File: src/hw/cu_config.svh
/*
 * Build-time sizes of the compute unit
 * CU_DATA_W is also the instruction width and the packed forms assume 32 bits
 * CU_ROM_LATENCY must be 1 or more
 */
`ifndef CU_CONFIG_SVH
`define CU_CONFIG_SVH

// Register and instruction word width
`define CU_DATA_W 32
// Register file size, r0 reads as zero
`define CU_NUM_REGS 16
// Instruction memory depth in words
`define CU_IMEM_DEPTH 256
// AXI byte address width
`define CU_AXI_ADDR_W 32
// Cycles from AR handshake to R valid
`define CU_ROM_LATENCY 2

// Derived index widths
`define CU_REG_AW ($clog2(`CU_NUM_REGS))
`define CU_IMEM_AW ($clog2(`CU_IMEM_DEPTH))

`endif

File: src/hw/cu_pkg.sv
/*
 * Opcodes and instruction formats of the compute unit
 * Opcode values not listed here execute as no-operation
 */
`default_nettype none

`include "cu_config.svh"

package cu_pkg;

    // ####################
    // Field widths
    // ####################

    localparam int unsigned CU_OP_W  = 4;
    // Immediate fills what is left after opcode, rd and rs1
    localparam int unsigned CU_IMM_W = `CU_DATA_W - CU_OP_W - 2 * `CU_REG_AW;
    localparam int unsigned CU_PAD_W = `CU_DATA_W - CU_OP_W - 3 * `CU_REG_AW;

    // ####################
    // Opcodes
    // ####################

    typedef enum logic [CU_OP_W-1:0] {
        OP_ADD  = 4'h0,
        OP_SUB  = 4'h1,
        OP_AND  = 4'h2,
        OP_OR   = 4'h3,
        OP_XOR  = 4'h4,
        OP_SHL  = 4'h5,
        // rd = rs1 + sign-extended imm
        OP_ADDI = 4'h6,
        // pc = pc + imm when rs1 is non-zero
        OP_JNZ  = 4'h7,
        OP_HALT = 4'hf
    } cu_opcode_e;

    // Register form, rd = rs1 op rs2
    typedef struct packed {
        cu_opcode_e               opcode;
        logic [`CU_REG_AW-1:0]    rd;
        logic [`CU_REG_AW-1:0]    rs1;
        logic [`CU_REG_AW-1:0]    rs2;
        logic [CU_PAD_W-1:0]      unused;
    } cu_instr_r_t;

    // Immediate form, used by ADDI and JNZ
    typedef struct packed {
        cu_opcode_e               opcode;
        logic [`CU_REG_AW-1:0]    rd;
        logic [`CU_REG_AW-1:0]    rs1;
        logic signed [CU_IMM_W-1:0] imm;
    } cu_instr_i_t;

    // One fetched word, seen through either form
    typedef union packed {
        cu_instr_r_t r;
        cu_instr_i_t i;
    } cu_instr_u;

endpackage

`default_nettype wire

File: src/hw/cu_ctrl.sv
/*
 * Fetch and execute sequencing, one instruction at a time
 * start_i is only taken in IDLE and a run always begins at address 0
 * Jump targets wrap modulo the instruction memory depth
 */
`default_nettype none

`include "cu_config.svh"

module cu_ctrl (
    input  logic                        clk_i,
    input  logic                        reset_i,
    input  logic                        start_i,
    output logic                        busy_o,
    output logic                        done_o,
    // Fetch side
    output logic                        fetch_valid_o,
    output logic [`CU_IMEM_AW-1:0]      fetch_addr_o,
    input  logic                        fetch_ready_i,
    input  logic                        fetch_rsp_valid_i,
    input  logic [`CU_DATA_W-1:0]       fetch_rsp_data_i,
    // Execute side
    output logic                        exec_en_o,
    output cu_pkg::cu_opcode_e          op_o,
    output logic [`CU_REG_AW-1:0]       rd_o,
    output logic [`CU_REG_AW-1:0]       rs1_o,
    output logic [`CU_REG_AW-1:0]       rs2_o,
    output logic [`CU_DATA_W-1:0]       imm_o,
    input  logic                        rs1_zero_i
);

    import cu_pkg::*;

    localparam logic [1:0] ST_IDLE  = 2'd0;
    localparam logic [1:0] ST_FETCH = 2'd1;
    localparam logic [1:0] ST_WAIT  = 2'd2;
    localparam logic [1:0] ST_EXEC  = 2'd3;

    logic [1:0]             state_q;
    logic [`CU_IMEM_AW-1:0] pc_q;
    logic [`CU_IMEM_AW-1:0] pc_next;
    logic                   done_q;
    cu_instr_u              instr_q;

    // ####################
    // Outputs
    // ####################

    assign busy_o        = (state_q != ST_IDLE);
    assign done_o        = done_q;
    assign fetch_valid_o = (state_q == ST_FETCH);
    assign fetch_addr_o  = pc_q;
    assign exec_en_o     = (state_q == ST_EXEC);

    // ####################
    // Decode
    // ####################

    always_comb begin
        op_o  = instr_q.r.opcode;
        // rd and rs1 sit at the same bits in both forms
        rd_o  = instr_q.r.rd;
        rs1_o = instr_q.r.rs1;
        rs2_o = '0;
        imm_o = '0;
        case (instr_q.r.opcode)
            // Immediate form sign-extends imm to the data width
            OP_ADDI, OP_JNZ: begin
                imm_o = {{(`CU_DATA_W - CU_IMM_W){instr_q.i.imm[CU_IMM_W-1]}},
                         instr_q.i.imm};
            end
            OP_ADD, OP_SUB, OP_AND, OP_OR, OP_XOR, OP_SHL: begin
                rs2_o = instr_q.r.rs2;
            end
            // HALT and unknown codes need no operands
            default: rs2_o = '0;
        endcase
    end

    // Taken jump adds imm and wraps at the memory depth
    always_comb begin
        pc_next = pc_q + 1'b1;
        if (op_o == OP_JNZ && !rs1_zero_i) begin
            pc_next = pc_q + imm_o[`CU_IMEM_AW-1:0];
        end
    end

    // ####################
    // State machine
    // ####################

    always_ff @(posedge clk_i) begin
        if (reset_i) begin
            state_q <= ST_IDLE;
            pc_q    <= '0;
            done_q  <= 1'b0;
        end else begin
            done_q <= 1'b0;
            case (state_q)
                ST_IDLE: begin
                    if (start_i) begin
                        pc_q    <= '0;
                        state_q <= ST_FETCH;
                    end
                end
                // Request stays up until the AR handshake
                ST_FETCH: begin
                    if (fetch_ready_i) begin
                        state_q <= ST_WAIT;
                    end
                end
                ST_WAIT: begin
                    if (fetch_rsp_valid_i) begin
                        state_q <= ST_EXEC;
                    end
                end
                ST_EXEC: begin
                    if (op_o == OP_HALT) begin
                        state_q <= ST_IDLE;
                        done_q  <= 1'b1;
                    end else begin
                        pc_q    <= pc_next;
                        state_q <= ST_FETCH;
                    end
                end
                default: state_q <= ST_IDLE;
            endcase
        end
    end

    // Fetched word held through EXEC
    always_ff @(posedge clk_i) begin
        if (state_q == ST_WAIT && fetch_rsp_valid_i) begin
            instr_q <= cu_instr_u'(fetch_rsp_data_i);
        end
    end

endmodule

`default_nettype wire

File: config.mk
export PLATFORM = sky130hd
export DESIGN_NAME = cu_ctrl
export DESIGN_NICKNAME = d
export VERILOG_FILES = /design/src/hw/cu_pkg.sv /design/src/hw/cu_ctrl.sv
export VERILOG_INCLUDE_DIRS = /design/src /design/src/hw
export SDC_FILE = /design/constraint.sdc
export NUM_CORES = 1
export LEC_CHECK = 0
export ABC_AREA = 1
export BUFFER_PORTS_ARGS = -buffer_cell sky130_fd_sc_hd__buf_2
export CAP_MARGIN = 0
export CORE_ASPECT_RATIO = 0.9
export CORE_MARGIN = 2
export CORE_UTILIZATION = 28
export CTS_CLUSTER_SIZE = 25
export DETAILED_ROUTE_END_ITERATION = 12
export PLACE_DENSITY_LB_ADDON = 0.15
export SYNTH_ARGS = -nofsm -noshare
export SYNTH_HDL_FRONTEND = slang
export SYNTH_SLANG_ARGS = --single-unit
File: constraint.sdc
create_clock -name clk_i -period 2.5 [get_ports clk_i]
set_input_delay 0.5 -clock clk_i [delete_from_list [all_inputs] [get_ports clk_i]]
set_output_delay 0.5 -clock clk_i [all_outputs]
set_load 0.02 [all_outputs]
# Yosys cells after proc, flatten, opt, wreduce, memory -nomap -nowiden

Cells that the tools add are included.
Widths: inputs -> output; s select.

$add $sub $neg: 2
Multiply operators: 0
Divide/modulo/power cells: 0
Magnitude comparators: 0
Equality and inequality tests: 15
Shifts and indexed selects: 0
Multiplexer cells: 12
Bitwise logic cells: 1
Reductions and logical operators: 12

Operators with widths:

| cell                | number |
|---|---|
| $mux 32             | 1 |
| $mux 8              | 3 |
| $eq 4x3->1 const B  | 4 |
| $pmux 8 s2          | 1 |
| $add 8x1->8 const B | 1 |
| $add 8x8->8         | 1 |
| $eq 4x2->1 const B  | 2 |
| $pmux 2 s4          | 1 |
| $mux 2              | 3 |
| $ne 2x2->1 const B  | 3 |
| $reduce_and 3->1    | 2 |
| $reduce_or 6->1     | 1 |
| $eq 2x2->1 const B  | 2 |
| $eq 4x1->1 const B  | 1 |
| $eq 4x4->1 const B  | 1 |
| $logic_not 4->1     | 1 |
| $mux 4              | 1 |
| $reduce_bool 2->1   | 2 |
| $reduce_or 2->1     | 2 |
| $eq 2x1->1 const B  | 1 |
| $logic_and 1x1->1   | 2 |
| $logic_not 2->1     | 1 |
| $mux 1              | 2 |
| $ne 2x1->1 const B  | 1 |
| 2 further kinds     | 2 |

Bits in registers: 43
Bits in latches: 0
RAM bits: 0
Memory bits (read-only): 0
Input port bits: 38
Output and inout bits: 60
Memories kept: 0

# Longest topological paths before layout

Depth in word-level cells: 7
Depth in mapped cells: 13
Mapped depth without buffers: 13

# Worst setup path after synthesis

Ideal clock, no wire load.

Kind: register -> output
Start point: reg instr_q[31] (netlist name)
End point: out imm_o[20]
Data arrival time: 1,787 ps
Slack: 213 ps
Cell stages (with the launch flop): 6
Cell sequence: edfxtp_1 -> nor2_2 -> inv_1 -> clkbuf_1 -> nor2_1 -> buf_4

Longest elaborated chain between the ends: 3
Elaborated cells on any way between the ends: 4
Classes of those cells: eq/ne (2); mux (1); reduce/logical (1)

Ends and longest elaborated chain:

| what                   | line           | RTL |
|---|---|---|
| start, declared        | cu_ctrl.sv:43  | `cu_instr_u instr_q;` |
| start signal, assigned | cu_ctrl.sv:134 | `instr_q <= cu_instr_u'(fetch_rsp_data_i);` |
| $eq 4x3->1             | cu_ctrl.sv:66  | `case (instr_q.r.opcode)` |
| $reduce_or 2->1 *      | cu_ctrl.sv:66  |  |
| $mux 32 *              | cu_ctrl.sv:66  |  |
| end, declared          | cu_ctrl.sv:28  | `` output logic [`CU_DATA_W-1:0] imm_o, `` |

Mark *: on every way between the ends. The rest lies on a longest branch, timed or not.

# Worst setup path in the final report

Start point: reg instr_q[31] (netlist name)
End point: out imm_o[29]

Same word-level chain as after synthesis.

==> impl_metrics.ini <==
[synth]
synth_area_um2 = 2230
syn_nets = 292
yosys_register_bits = 43
syn-mean-instance-area_um2 = 9.26
synthCells = 241
synth_warnings = 0
synth_cell_types = 20
synth_seq_area_share_pct = 52.9

[outcome]
status = complete, no violations

[clocking]
cts_tree = yes
insertion_delay_ps = 290
clock-root-buffer = clkbuf_8
cts.sinks = 43
cts_made_buffers = 5
cts_resized = 0
htree_levels = 2
post_cts_buffers = 0
hold_buffers = 0
clkTransAtPathRegs_ps = 90
clockBufferDepth = 2

[sta]
fin_skew_ps = 6.48
tns_ps = 0
min_period_over_period_pct = 90.9
setup_violations = 0
hold_viol = 0
hold-worst-slack_ps = 374
relSlewSlack_pct = 65.4
tightest_slew_ps = 517
drv_slew = 0
grt_setup_unrepaired = no
period_needed_ps = 2270
fmax_mhz = 440

[route]
routed_via_density = 4.08
routed_wl_um = 5150
num_vias = 1700
wire_per_inst_um = 12.3
drcViolationCount = 0
dr.pass1.iters = 4
drt-initial-drc-count = 78
antenna_left = 0

[floorplan]
start_util_pct = 29.3
boundaryPins = 98
core_area_um2 = 7620
die_area_um2 = 8700
num_rows = 30
die_x_um = 98.1
die_h_um = 88.7

[setup_path]
crit_end = imm_o[29]
critical_path_class = register to output port
cp_data_required_time_ps = 2000
cp_slowest_cell = edfxtp_1
crit_path_max_fanout = 13
r2r_start = instr_q[31]$_DFFE_PP_
cp.arrival_ps = 1770
r2r_setup_slack_ps = 420
crit_start = instr_q[31]$_DFFE_PP_
start_kind = register
slowest_delay_ps = 450
crit_chain = nor2_2 > inv_1 > nor2_1 > buf_2
cp-end-kind = output port
ff2ff_path_depth = 11
worstReg2RegEnd = fetch_addr_o[5]$_SDFFE_PP0P_

[power_and_ir_drop]
leakagePower_nw = 1.46
vdd_drop_max_mv = 0.401
powerDensity_nw_per_um2 = 758

[global_routing]
grt_pass1_vias = 1612
grt_pass1_wl_um = 7830
antenna_found_initial = 0
grt_usage_pct = 11.6
grt_max_degree = 33
grt-ovfl-total = 0

[layout]
layout_common_cells = buf_2 (97), inv_1 (38), nor2_1 (38)
final_util_pct = 36.7
diodes = 0
syn2layout_area_growth_pct = 25.4
drive_above_1_share_pct = 36.4
layout.nets = 371
num-fill-cells = 824
final_common_cell = buf_2

[placement]
portBuffers = 97
gp_congestion = 0.791
dp_hpwl_um = 4000

[min_path]
worstHoldPathCells = 1
hold_class = input port to register
worstHoldStart = fetch_rsp_data_i[0]

[flow_run]
cap_violations = 0
[per-stage QoR]
stage	std cells	cell area, um2	setup slack (ps)	total power, mW
floorplan	241	2230	213	1.34
global placement	409	2660	289	1.49
detailed placement	409	2660	241	1.50
CTS	417	2800	169	2.16
global route	417	2800	51.6	2.25
finish	417	2800	228	2.12
[cells in the mapped netlist, drive strengths merged]
cell type,instances,area share [%]
xor2,3,1.2
ha,12,6.7
fa,1,0.90
nand2,35,6.2
or2,1,0.28
nor3,2,0.90
nor2,42,7.5
inv,41,6.9
nand4,4,1.1
edfxtp,32,43
buf,24,8.1
dfxtp,11,9.9
clkbuf,3,0.50
a21oi,15,3.4
o21ai,3,0.67
nand3,12,2.7
[how the worst min path moves through the flow]
stage	endpoint	slack (ps)
after floorplan	state_q[0]$_SDFFE_PP0P_	480
after global placement	fetch_addr_o[0]$_SDFFE_PP0P_	490
after detailed placement	fetch_addr_o[5]$_SDFFE_PP0P_	490
after CTS	instr_q[0]$_DFFE_PP_	360
after global routing	instr_q[31]$_DFFE_PP_	350
final	instr_q[0]$_DFFE_PP_	370
[power by group]
part	switching (mW)	internal, mW	leakage, nW	total [mW]
Combinational	0.389	0.178	1.02	0.566
Sequential	0.0394	0.865	0.381	0.905
Clock	0.250	0.399	0.0644	0.649
Total	0.678	1.44	1.46	2.12
[flip-flops by register name, indices dropped and copies added (netlist names)]
signal and count:
fetch_addr_o 8, done_o 1, instr_q 32, state_q 2
[layer usage]
layer	GRT usage [%]	vias up	share of wire (%)
met3	2.53	2	6.3
met2	18.2	62	46
met5	0	-	0
met4	4.92	0	1.1
li1	-	897	-
met1	15.7	739	47
[critical path: cells and delay by family, from the launching register on]
family / cells / cell delay [ps]
buffers and inverters: 2 / 370
flip-flops: 1 / 450
AND/OR/NAND/NOR: 2 / 660
[layout make-up]
| cell class | count | area, um2 | area share, % |
|---|---|---|---|
| Sequential cell | 43 | 1180 | 42.2 |
| Clock buffer | 5 | 68.8 | 2.46 |
| Clock inverter | 3 | 67.6 | 2.42 |
| Multi-Input combinational cell | 130 | 704 | 25.2 |
| Tap cell | 96 | 120 | 4.30 |
| Inverter | 41 | 154 | 5.50 |
| Timing Repair Buffer | 99 | 500 | 17.9 |
[cells by family after synthesis]
group	after synthesis	share of synthesized area (%)
fa+ha+maj	13	7.63
compound gates	18	4.04
buf+inv	68	15.5
flops	43	52.9
xor+xnor	3	1.18
simple gates	96	18.7
Power figures use the tool's default switching activity.
